**config.mk**
```make
export PLATFORM = sky130hd
export DESIGN_NAME = zip_debug_top
export DESIGN_NICKNAME = d
export VERILOG_FILES = /design/src/design/dbg_pkg.sv /design/src/design/cpu_run_ctrl.sv /design/src/design/dbg_axil_slave.sv /design/src/design/halted_regfile.sv /design/src/design/skid_buffer.sv /design/src/design/zip_debug_top.sv
export VERILOG_INCLUDE_DIRS = /design/src /design/src/design
export SDC_FILE = /design/constraint.sdc
export NUM_CORES = 1
export LEC_CHECK = 0
export BUFFER_PORTS_ARGS = -buffer_cell sky130_fd_sc_hd__buf_2
export CAP_MARGIN = 5
export CORE_ASPECT_RATIO = 1.75
export CORE_MARGIN = 2
export CORE_UTILIZATION = 40
export DETAILED_ROUTE_END_ITERATION = 6
export PLACE_DENSITY = 0.63
export SYNTH_ARGS = -nofsm -noshare
export SYNTH_HDL_FRONTEND = slang
export SYNTH_SLANG_ARGS = --single-unit
```
**constraint.sdc**
```tcl
create_clock -name S_AXI_ACLK -period 7.7 [get_ports S_AXI_ACLK]
set_input_delay 0.77 -clock S_AXI_ACLK [delete_from_list [all_inputs] [get_ports S_AXI_ACLK]]
set_output_delay 0.77 -clock S_AXI_ACLK [all_outputs]
set_load 0.005 [all_outputs]
```
**src/design/dbg_macros.svh**
```systemverilog
// Debug address map, command bit positions and reset hold length.
// Include wherever the debug map or command decode is needed.
`ifndef DBG_MACROS_SVH
`define DBG_MACROS_SVH

// Debug byte address width and dropped byte-offset bits
`define DBG_ADDR_W	8
`define DBG_LSB		2

// Word address bit picking the register space
`define REG_SEL_BIT	5

// Command word bit positions
`define RESET_BIT	6
`define STEP_BIT	8
`define HALT_BIT	10

// Cycles the CPU is held in reset
`define RESET_DURATION	10

`endif

```
**src/design/dbg_pkg.sv**
```systemverilog
// Shared vector types of the debug front end.
// Referenced by scoped name from the slave, run control and register file.
`include "dbg_macros.svh"

package dbg_pkg;

	// One debug data word
	typedef logic [31:0] dbg_word_t;

	// Byte write strobe
	typedef logic [3:0] dbg_strb_t;

	// Debug word address, byte offset removed
	typedef logic [`DBG_ADDR_W-`DBG_LSB-1:0] dbg_waddr_t;

	// CPU register index
	typedef logic [4:0] reg_id_t;

	// AXI response code
	typedef logic [1:0] axi_resp_t;

endpackage

```
**src/design/cpu_run_ctrl.sv**
```systemverilog
// Run control: reset hold, halt and step commands, and the status word.
// Commands arrive as one-cycle strobes from the debug slave.
`timescale 1ns/10ps
`include "dbg_macros.svh"

module cpu_run_ctrl #(
	parameter bit START_HALTED = 1'b0
) (
	input  logic			S_AXI_ACLK,
	input  logic			S_AXI_ARESETN,
	input  logic			i_cpu_reset,
	input  logic			i_break,
	input  logic			i_interrupt,
	input  logic			i_cmd_we,
	input  dbg_pkg::dbg_word_t	i_cmd_data,
	input  dbg_pkg::dbg_strb_t	i_cmd_strb,
	input  logic			i_reg_wr_accept,
	input  logic			i_halted,
	output logic			o_cmd_reset,
	output logic			o_cmd_halt,
	output logic			o_cmd_step,
	output dbg_pkg::dbg_word_t	o_status
);

	localparam int CNT_W = $clog2(`RESET_DURATION + 1);

	logic [CNT_W-1:0]	hold_cnt;
	logic			reset_hold;
	logic			restart;
	logic			reset_wr, halt_wr, release_wr, step_wr;
	logic			break_seen;

	// Command decode, reset in byte 0, halt and step in byte 1
	assign reset_wr   = i_cmd_we && i_cmd_strb[0] && i_cmd_data[`RESET_BIT];
	assign step_wr    = i_cmd_we && i_cmd_strb[1] && i_cmd_data[`STEP_BIT];
	assign halt_wr    = i_cmd_we && i_cmd_strb[1] && i_cmd_data[`HALT_BIT]
		&& !i_cmd_data[`STEP_BIT];
	assign release_wr = i_cmd_we && i_cmd_strb[1]
		&& (!i_cmd_data[`HALT_BIT] || i_cmd_data[`STEP_BIT]);

	// Restarts the hold window
	assign restart = i_cpu_reset || reset_wr;

	////////////////////////////////////////
	// Reset hold
	////////////////////////////////////////

	always_ff @(posedge S_AXI_ACLK)
	begin
		if (!S_AXI_ARESETN || restart)
		begin
			hold_cnt   <= CNT_W'(`RESET_DURATION);
			reset_hold <= 1'b1;
		end
		else
		begin
			if (hold_cnt != '0)
				hold_cnt <= hold_cnt - 1'b1;
			reset_hold <= (hold_cnt > 1);
		end
	end

	// Break resets instead of halting when starting free-running
	always_ff @(posedge S_AXI_ACLK)
	begin
		if (!S_AXI_ARESETN || restart || reset_hold)
			o_cmd_reset <= 1'b1;
		else
			o_cmd_reset <= i_break && !START_HALTED;
	end

	////////////////////////////////////////
	// Halt and step
	////////////////////////////////////////

	// Later lines win
	always_ff @(posedge S_AXI_ACLK)
	begin
		if (!S_AXI_ARESETN || i_cpu_reset)
			o_cmd_halt <= START_HALTED;
		else if (o_cmd_reset && START_HALTED)
			o_cmd_halt <= 1'b1;
		else
		begin
			if (release_wr)
				o_cmd_halt <= 1'b0;
			if (i_break && START_HALTED)
				o_cmd_halt <= 1'b1;
			if (halt_wr)
				o_cmd_halt <= 1'b1;
			// Register writes need a stopped CPU
			if (i_reg_wr_accept)
				o_cmd_halt <= 1'b1;
			// Back to halt after a single step
			if (o_cmd_step)
				o_cmd_halt <= 1'b1;
		end
	end

	// Single-cycle step pulse
	always_ff @(posedge S_AXI_ACLK)
	begin
		if (!S_AXI_ARESETN || i_cpu_reset)
			o_cmd_step <= 1'b0;
		else
			o_cmd_step <= step_wr;
	end

	// Sticky until the CPU is released again
	always_ff @(posedge S_AXI_ACLK)
	begin
		if (!S_AXI_ARESETN || i_cpu_reset)
			break_seen <= 1'b0;
		else if (i_break)
			break_seen <= 1'b1;
		else if (release_wr)
			break_seen <= 1'b0;
	end

	// Status: 16 int, 15 break, 10 halt cmd, 9 halted, 7 int, 6 reset
	assign o_status = {15'h0, i_interrupt, break_seen, 3'b000, 1'b0,
		o_cmd_halt, i_halted, 1'b0, i_interrupt, o_cmd_reset, 6'h0};

endmodule

```
**src/design/dbg_axil_slave.sv**
```systemverilog
// AXI-lite debug slave: splits accesses into register and control spaces.
// Drives register file writes, command strobes and B/R responses.
`timescale 1ns/10ps
`include "dbg_macros.svh"

module dbg_axil_slave (
	input  logic			S_AXI_ACLK,
	input  logic			S_AXI_ARESETN,
	// Write address and data
	input  logic			i_dbg_awvalid,
	output logic			o_dbg_awready,
	input  dbg_pkg::dbg_waddr_t	i_dbg_awaddr,
	input  logic			i_dbg_wvalid,
	output logic			o_dbg_wready,
	input  dbg_pkg::dbg_word_t	i_dbg_wdata,
	input  dbg_pkg::dbg_strb_t	i_dbg_wstrb,
	// Write response
	output logic			o_dbg_bvalid,
	input  logic			i_dbg_bready,
	output dbg_pkg::axi_resp_t	o_dbg_bresp,
	// Read address and data
	input  logic			i_dbg_arvalid,
	output logic			o_dbg_arready,
	input  dbg_pkg::dbg_waddr_t	i_dbg_araddr,
	output logic			o_dbg_rvalid,
	input  logic			i_dbg_rready,
	output dbg_pkg::dbg_word_t	o_dbg_rdata,
	output dbg_pkg::axi_resp_t	o_dbg_rresp,
	// Register file side
	input  logic			i_wr_stall,
	output logic			o_reg_we,
	output dbg_pkg::reg_id_t	o_reg_wid,
	output dbg_pkg::dbg_word_t	o_reg_wdata,
	output dbg_pkg::reg_id_t	o_reg_rid,
	input  dbg_pkg::dbg_word_t	i_reg_rdata,
	// Run control side
	output logic			o_cmd_we,
	output dbg_pkg::dbg_word_t	o_cmd_data,
	output dbg_pkg::dbg_strb_t	o_cmd_strb,
	output logic			o_reg_wr_accept,
	input  dbg_pkg::dbg_word_t	i_status
);

	localparam dbg_pkg::axi_resp_t RESP_OKAY = 2'b00;

	logic			aw_valid, w_valid, ar_valid;
	dbg_pkg::dbg_waddr_t	aw_addr, ar_addr;
	dbg_pkg::dbg_word_t	w_data;
	dbg_pkg::dbg_strb_t	w_strb;
	logic			write_ready, read_ready;
	logic			aw_is_reg, ar_is_reg;
	logic			read_pending;

	////////////////////////////////////////
	// Write path
	////////////////////////////////////////

	skid_buffer #(.DW($bits(dbg_pkg::dbg_waddr_t))) u_aw_skid (
		.S_AXI_ACLK	(S_AXI_ACLK),
		.S_AXI_ARESETN	(S_AXI_ARESETN),
		.i_valid	(i_dbg_awvalid),
		.o_ready	(o_dbg_awready),
		.i_data		(i_dbg_awaddr),
		.o_valid	(aw_valid),
		.i_ready	(write_ready),
		.o_data		(aw_addr)
	);

	// Data and strobe share one buffer
	skid_buffer #(.DW($bits(dbg_pkg::dbg_word_t) + $bits(dbg_pkg::dbg_strb_t))) u_w_skid (
		.S_AXI_ACLK	(S_AXI_ACLK),
		.S_AXI_ARESETN	(S_AXI_ARESETN),
		.i_valid	(i_dbg_wvalid),
		.o_ready	(o_dbg_wready),
		.i_data		({i_dbg_wdata, i_dbg_wstrb}),
		.o_valid	(w_valid),
		.i_ready	(write_ready),
		.o_data		({w_data, w_strb})
	);

	// Low half of the map is the register space for writes
	assign aw_is_reg = !aw_addr[`REG_SEL_BIT];

	// Need both halves, a free B slot, and no stalled register write
	// unless this access never touches the register file
	assign write_ready = aw_valid && w_valid
		&& (!aw_is_reg || (w_strb == '0) || !i_wr_stall)
		&& (!o_dbg_bvalid || i_dbg_bready);

	assign o_cmd_we        = write_ready && !aw_is_reg;
	assign o_cmd_data      = w_data;
	assign o_cmd_strb      = w_strb;
	assign o_reg_wr_accept = write_ready && aw_is_reg && (w_strb != '0);

	// Pending register write, frozen while the file stalls
	always_ff @(posedge S_AXI_ACLK)
	begin
		if (!S_AXI_ARESETN)
			o_reg_we <= 1'b0;
		else if (!i_wr_stall)
			o_reg_we <= o_reg_wr_accept;
	end

	always_ff @(posedge S_AXI_ACLK)
	begin
		if (!i_wr_stall)
		begin
			o_reg_wid   <= dbg_pkg::reg_id_t'(aw_addr[`REG_SEL_BIT-1:0]);
			o_reg_wdata <= w_data;
		end
	end

	// One B per accepted write
	always_ff @(posedge S_AXI_ACLK)
	begin
		if (!S_AXI_ARESETN)
			o_dbg_bvalid <= 1'b0;
		else if (write_ready)
			o_dbg_bvalid <= 1'b1;
		else if (i_dbg_bready)
			o_dbg_bvalid <= 1'b0;
	end

	assign o_dbg_bresp = RESP_OKAY;

	////////////////////////////////////////
	// Read path
	////////////////////////////////////////

	skid_buffer #(.DW($bits(dbg_pkg::dbg_waddr_t))) u_ar_skid (
		.S_AXI_ACLK	(S_AXI_ACLK),
		.S_AXI_ARESETN	(S_AXI_ARESETN),
		.i_valid	(i_dbg_arvalid),
		.o_ready	(o_dbg_arready),
		.i_data		(i_dbg_araddr),
		.o_valid	(ar_valid),
		.i_ready	(read_ready),
		.o_data		(ar_addr)
	);

	// Reads map the other way round
	assign ar_is_reg = ar_addr[`REG_SEL_BIT];

	// No new read while a register read waits for its data
	assign read_ready = ar_valid && !read_pending
		&& (!o_dbg_rvalid || i_dbg_rready);

	always_ff @(posedge S_AXI_ACLK)
	begin
		if (!S_AXI_ARESETN)
			read_pending <= 1'b0;
		else
			read_pending <= read_ready && ar_is_reg;
	end

	// Index held for the extra cycle of a register read
	always_ff @(posedge S_AXI_ACLK)
	begin
		if (read_ready)
			o_reg_rid <= dbg_pkg::reg_id_t'(ar_addr[`REG_SEL_BIT-1:0]);
	end

	// Status answers next cycle, registers one later
	always_ff @(posedge S_AXI_ACLK)
	begin
		if (!S_AXI_ARESETN)
			o_dbg_rvalid <= 1'b0;
		else if (!o_dbg_rvalid || i_dbg_rready)
			o_dbg_rvalid <= (read_ready && !ar_is_reg) || read_pending;
	end

	always_ff @(posedge S_AXI_ACLK)
	begin
		if (!o_dbg_rvalid || i_dbg_rready)
			o_dbg_rdata <= read_pending ? i_reg_rdata : i_status;
	end

	assign o_dbg_rresp = RESP_OKAY;

endmodule

```
**src/design/halted_regfile.sv**
```systemverilog
// Stand-in for the CPU core: 32 registers plus the halted state.
// Debug writes land only while halted, reads are combinational.
`timescale 1ns/10ps

module halted_regfile (
	input  logic			S_AXI_ACLK,
	input  logic			S_AXI_ARESETN,
	input  logic			i_cmd_reset,
	input  logic			i_cmd_halt,
	input  logic			i_cmd_step,
	input  logic			i_we,
	input  dbg_pkg::reg_id_t	i_wid,
	input  dbg_pkg::dbg_word_t	i_wdata,
	input  dbg_pkg::reg_id_t	i_rid,
	output dbg_pkg::dbg_word_t	o_rdata,
	output logic			o_halted,
	output logic			o_wr_stall
);

	// One entry per register index
	dbg_pkg::dbg_word_t regs [2**$bits(dbg_pkg::reg_id_t)];

	// Halt lags the command by one cycle
	// a step or a reset lets the core run
	always_ff @(posedge S_AXI_ACLK)
	begin
		if (!S_AXI_ARESETN)
			o_halted <= 1'b0;
		else
			o_halted <= i_cmd_halt && !i_cmd_step && !i_cmd_reset;
	end

	// Hold the pending write until the core stops
	assign o_wr_stall = i_we && !o_halted;

	always_ff @(posedge S_AXI_ACLK)
	begin
		if (i_we && o_halted)
			regs[i_wid] <= i_wdata;
	end

	assign o_rdata = regs[i_rid];

endmodule

```
**src/design/skid_buffer.sv**
```systemverilog
// One-deep skid buffer for a VALID/READY channel.
// Keeps upstream READY registered while downstream may stall.
`timescale 1ns/10ps

module skid_buffer #(
	parameter int DW = 8
) (
	input  logic		S_AXI_ACLK,
	input  logic		S_AXI_ARESETN,
	input  logic		i_valid,
	output logic		o_ready,
	input  logic [DW-1:0]	i_data,
	output logic		o_valid,
	input  logic		i_ready,
	output logic [DW-1:0]	o_data
);

	// Held item, in use while downstream stalls
	logic		r_valid;
	logic [DW-1:0]	r_data;

	// Ready only while the spare slot is empty
	assign o_ready = !r_valid;

	// Held item goes first
	assign o_valid = i_valid || r_valid;
	assign o_data  = r_valid ? r_data : i_data;

	always_ff @(posedge S_AXI_ACLK)
	begin
		if (!S_AXI_ARESETN)
			r_valid <= 1'b0;
		else if (i_valid && o_ready && !i_ready)
			// Accepted but not passed on
			r_valid <= 1'b1;
		else if (i_ready)
			r_valid <= 1'b0;
	end

	// Capture whatever is offered while the slot is free
	always_ff @(posedge S_AXI_ACLK)
	begin
		if (o_ready)
			r_data <= i_data;
	end

endmodule

```
**src/design/zip_debug_top.sv**
```systemverilog
// Debug front end top: AXI-lite slave, run control and register file model.
// START_HALTED picks halt or reset on an exception break.
`timescale 1ns/10ps
`include "dbg_macros.svh"

module zip_debug_top #(
	parameter bit START_HALTED = 1'b0
) (
	input  logic				S_AXI_ACLK,
	input  logic				S_AXI_ARESETN,
	input  logic				i_cpu_reset,
	input  logic				i_interrupt,
	input  logic				i_break,
	// Debug AXI-lite, PROT is ignored
	input  logic				i_dbg_awvalid,
	output logic				o_dbg_awready,
	input  logic [`DBG_ADDR_W-1:0]		i_dbg_awaddr,
	input  logic [2:0]			i_dbg_awprot,
	input  logic				i_dbg_wvalid,
	output logic				o_dbg_wready,
	input  dbg_pkg::dbg_word_t		i_dbg_wdata,
	input  dbg_pkg::dbg_strb_t		i_dbg_wstrb,
	output logic				o_dbg_bvalid,
	input  logic				i_dbg_bready,
	output dbg_pkg::axi_resp_t		o_dbg_bresp,
	input  logic				i_dbg_arvalid,
	output logic				o_dbg_arready,
	input  logic [`DBG_ADDR_W-1:0]		i_dbg_araddr,
	input  logic [2:0]			i_dbg_arprot,
	output logic				o_dbg_rvalid,
	input  logic				i_dbg_rready,
	output dbg_pkg::dbg_word_t		o_dbg_rdata,
	output dbg_pkg::axi_resp_t		o_dbg_rresp,
	output logic				o_cmd_reset,
	output logic				o_halted
);

	// Word addresses, byte offset dropped
	dbg_pkg::dbg_waddr_t	aw_word, ar_word;
	// Slave to register file
	logic			reg_we, wr_stall;
	dbg_pkg::reg_id_t	reg_wid, reg_rid;
	dbg_pkg::dbg_word_t	reg_wdata, reg_rdata;
	// Slave to run control
	logic			cmd_we, reg_wr_accept;
	dbg_pkg::dbg_word_t	cmd_data, status;
	dbg_pkg::dbg_strb_t	cmd_strb;
	// Run control to register file
	logic			cmd_halt, cmd_step;

	assign aw_word = i_dbg_awaddr[`DBG_ADDR_W-1:`DBG_LSB];
	assign ar_word = i_dbg_araddr[`DBG_ADDR_W-1:`DBG_LSB];

	dbg_axil_slave u_dbg_axil_slave (
		.S_AXI_ACLK	(S_AXI_ACLK),
		.S_AXI_ARESETN	(S_AXI_ARESETN),
		.i_dbg_awvalid	(i_dbg_awvalid),
		.o_dbg_awready	(o_dbg_awready),
		.i_dbg_awaddr	(aw_word),
		.i_dbg_wvalid	(i_dbg_wvalid),
		.o_dbg_wready	(o_dbg_wready),
		.i_dbg_wdata	(i_dbg_wdata),
		.i_dbg_wstrb	(i_dbg_wstrb),
		.o_dbg_bvalid	(o_dbg_bvalid),
		.i_dbg_bready	(i_dbg_bready),
		.o_dbg_bresp	(o_dbg_bresp),
		.i_dbg_arvalid	(i_dbg_arvalid),
		.o_dbg_arready	(o_dbg_arready),
		.i_dbg_araddr	(ar_word),
		.o_dbg_rvalid	(o_dbg_rvalid),
		.i_dbg_rready	(i_dbg_rready),
		.o_dbg_rdata	(o_dbg_rdata),
		.o_dbg_rresp	(o_dbg_rresp),
		.i_wr_stall	(wr_stall),
		.o_reg_we	(reg_we),
		.o_reg_wid	(reg_wid),
		.o_reg_wdata	(reg_wdata),
		.o_reg_rid	(reg_rid),
		.i_reg_rdata	(reg_rdata),
		.o_cmd_we	(cmd_we),
		.o_cmd_data	(cmd_data),
		.o_cmd_strb	(cmd_strb),
		.o_reg_wr_accept(reg_wr_accept),
		.i_status	(status)
	);

	cpu_run_ctrl #(.START_HALTED(START_HALTED)) u_cpu_run_ctrl (
		.S_AXI_ACLK	(S_AXI_ACLK),
		.S_AXI_ARESETN	(S_AXI_ARESETN),
		.i_cpu_reset	(i_cpu_reset),
		.i_break	(i_break),
		.i_interrupt	(i_interrupt),
		.i_cmd_we	(cmd_we),
		.i_cmd_data	(cmd_data),
		.i_cmd_strb	(cmd_strb),
		.i_reg_wr_accept(reg_wr_accept),
		.i_halted	(o_halted),
		.o_cmd_reset	(o_cmd_reset),
		.o_cmd_halt	(cmd_halt),
		.o_cmd_step	(cmd_step),
		.o_status	(status)
	);

	halted_regfile u_halted_regfile (
		.S_AXI_ACLK	(S_AXI_ACLK),
		.S_AXI_ARESETN	(S_AXI_ARESETN),
		.i_cmd_reset	(o_cmd_reset),
		.i_cmd_halt	(cmd_halt),
		.i_cmd_step	(cmd_step),
		.i_we		(reg_we),
		.i_wid		(reg_wid),
		.i_wdata	(reg_wdata),
		.i_rid		(reg_rid),
		.o_rdata	(reg_rdata),
		.o_halted	(o_halted),
		.o_wr_stall	(wr_stall)
	);

endmodule

```
==> flow_metrics.env <==
export IMPL_irDropWorstVdd_uv=164
export IMPL_vias=19900
export IMPL_drc=0
export IMPL_first_pass_iters=5
export IMPL_overflow=0
export IMPL_placed_cell_area_um2=46300
export IMPL_die_h_um=441
export IMPL_die_x_um=254
export IMPL_synthArstFlopShare_pct=0
export IMPL_clk_pin_slew_ns=0.07
export IMPL_drive_above_1_share_pct=33.8
export IMPL_fin_area_um2=49600
export IMPL_initial_core_util_pct=40.3
export IMPL_reg2reg_to="u_dbg_axil_slave.o_dbg_rdata[4]$_SDFFCE_PN0N_"
export IMPL_period_share_pct=45.1
export IMPL_rows=160
export IMPL_crit_path_end="u_dbg_axil_slave.o_dbg_rdata[4]$_SDFFCE_PN0N_"
export IMPL_grt_first_pass_wirelength_um=148000
export IMPL_antenna_found_initial=2
export IMPL_synth_area_leaders="edfxtp_1, mux4_2, dfxtp_1, mux2_2, clkbuf_1"
export IMPL_cp_start_kind="register"
export IMPL_whs_ns=0.317
export IMPL_finalCriticalPeriod_ns=3.47
export IMPL_wl_per_cell_um=28.9
export IMPL_clock_path_buffers=3
export IMPL_grt_usage_pct=18.7
export IMPL_crit_required_ns=8.02
export IMPL_regArea_um2=34400
export IMPL_cts_hold_buf=0
export IMPL_gp_congestion=0.768
export IMPL_synth_edf_count=1098
export IMPL_die_area_um2=112000
export IMPL_io_buffers=96
export IMPL_viasPerCell=5.58
export IMPL_syn_inst=1860
export IMPL_hpwl_um=52300
export IMPL_io_pins=111
export IMPL_core_area_um2=109000
export IMPL_hold_class="in -> reg"
export IMPL_synth_ff_type="edfxtp_1"
export IMPL_worstRegToRegCells=5
export IMPL_p_leak_nw=15.6
export IMPL_fillers=9021
export IMPL_ys_warn_count=0
export IMPL_finClkSkew_ns=0.0412
export IMPL_yosysMostFrequentCell="edfxtp_1"
export IMPL_rrSetupSlack_ns=4.23
export IMPL_syn_to_final_growth_pct=13.6
export IMPL_antenna_left=0
export IMPL_grt_max_degree=135
export IMPL_multi_input_area_um2=9020
export IMPL_endpoint_kind="register"
export IMPL_synthesis_area_um2=43700
export IMPL_synth_seq_area_share_pct=78.7
export IMPL_postLayoutCoreUtil_pct=45.7
export IMPL_cp_arrival_ns=3.79
export IMPL_status="completed"
export IMPL_post_cts_resized=0
export IMPL_power_mw=13.5
export IMPL_nets=2094
export IMPL_htreeDepth=3
export IMPL_hold_viol=0
export IMPL_yosys_top_cells_count="edfxtp_1, mux4_2, dfxtp_1, mux2_2, clkbuf_1"
export IMPL_slew_limit_headroom_pct=27.2
export IMPL_syn_avg_cell_area_um2=23.5
export IMPL_synth_seq_cells=1168
export IMPL_post_synth_top_area_fraction_pct=75.5
export IMPL_setup_viol=0
export IMPL_cts_buffers_inserted=105
export IMPL_tns_ns=0
export IMPL_path_max_fanout=101
export IMPL_max_freq_mhz=288
export IMPL_insertion_delay_ns=0.69
export IMPL_holdPathStages=3
export IMPL_clkSinkCount=1168
export IMPL_drt_iter0_drc=1935
export IMPL_rsz0062_at_grt="false"
export IMPL_power_density_nw_per_um2=273
export IMPL_grt_pass1_vias=21100
export IMPL_cts_root_buf="clkbuf_16"
export IMPL_cts_setup_buffers=0
export IMPL_tightest_slew_ns=1.09
export IMPL_path_class="reg -> reg"
export IMPL_slew_viol_final=0
export IMPL_drv_cap=0
export IMPL_cts_tree="done"
export IMPL_finalWirelength_um=103000
export IMPL_synth_cell_types=43
export IMPL_synth_area_leader_cell="edfxtp_1"
export IMPL_hold_start="i_break"
## metal layers
metal / track usage (%) / routed length, um / up-vias
li1: - / - / 8188
met1: 24.7 / 40100 / 10800
met2: 32.2 / 53400 / 831
met3: 2.79 / 7230 / 148
met4: 5.35 / 2410 / 0
met5: 0 / 0 / -
## metrics by stage
stage | instances | setup WS (ns)
floorplan | 1863 | 4.87
finish | 3572 | 4.23
CTS | 3571 | 4.12
detailed placement | 3374 | 4.12
global placement | 3374 | 4.14
global route | 3571 | 4.00
## area by class of cell
| type | count | area share, % |
|---|---|---|
| Clock inverter | 69 | 1.25 |
| Inverter | 35 | 0.265 |
| Multi-Input combinational cell | 568 | 18.2 |
| Sequential cell | 1168 | 69.3 |
| Clock buffer | 128 | 5.53 |
| Antenna cell | 1 | 0.00504 |
| Tap cell | 1458 | 3.68 |
| Timing Repair Buffer | 145 | 1.79 |
## power breakdown
part	total, mW	switching [mW]	internal, mW
logic	0.909	0.423	0.486
registers	7.49	0.290	7.20
clock network	5.15	2.27	2.88
## kinds of logic after synthesis
group	count (synthesis)	synth area share [%]
AOI/OAI and AO/OA	62	0.842
xor gates and xnor gates	1	0.0200
adders and majority gates	3	0.0859
buffers and inverters	127	1.28
DFF	1168	78.7
muxes	375	17.6
other	1	0.00858
and+or+nand+nor	123	1.47
## flip-flops by register name, indices dropped and copies added (netlist names), 5 cells and up, named ones only
name,cells
u_halted_regfile.regs,1024
u_dbg_axil_slave.u_w_skid.r_data,36
u_dbg_axil_slave.o_dbg_rdata,32
u_dbg_axil_slave.o_reg_wdata,32
u_dbg_axil_slave.u_ar_skid.r_data,6
u_dbg_axil_slave.u_aw_skid.r_data,6
u_dbg_axil_slave.o_reg_rid,5
u_dbg_axil_slave.o_reg_wid,5
## placed cells by master, fill, tap and decap left out, types with 4 or more instances in the layout
cell type	netlist	final
conb_1	1	4
nand3_1	30	30
clkbuf_16	0	106
edfxtp_1	1098	1098
clkinv_1	0	25
dfxtp_4	0	4
nand2_1	11	11
or3b_2	6	6
clkinv_2	0	19
o22ai_1	18	18
mux2i_1	6	6
inv_1	35	35
or3_1	4	4
bufinv_16	0	10
clkinv_4	0	4
o21ai_1	26	26
o21ai_0	5	5
buf_4	6	46
clkinvlp_4	0	7
buf_2	23	96
clkbuf_1	46	21
nor2_1	39	7
nand3b_1	6	6
nor2_4	0	32
mux2_2	59	59
nor4_1	5	5
mux4_2	310	310
dfxtp_1	70	63
## worst min path at each step
stage / to / slack, ns
CTS: u_cpu_run_ctrl.o_cmd_reset$_SDFF_PP1_ / 0.28
global route: u_cpu_run_ctrl.o_cmd_reset$_SDFF_PP1_ / 0.30
finish: u_cpu_run_ctrl.o_cmd_reset$_SDFF_PP1_ / 0.32
global placement: u_halted_regfile.o_halted$_SDFF_PN0_ / 0.42
floorplan: u_cpu_run_ctrl.o_cmd_reset$_SDFF_PP1_ / 0.39
detailed placement: u_halted_regfile.o_halted$_SDFF_PN0_ / 0.42
## critical path: stages, from the launching register on
cell and delay, ns:
dfxtp_4 0.85, buf_12 0.66, mux4_2 0.60, mux4_2 0.47, nand3_1 0.09, o21ai_1 0.26
Power figures use the tool's default switching activity.
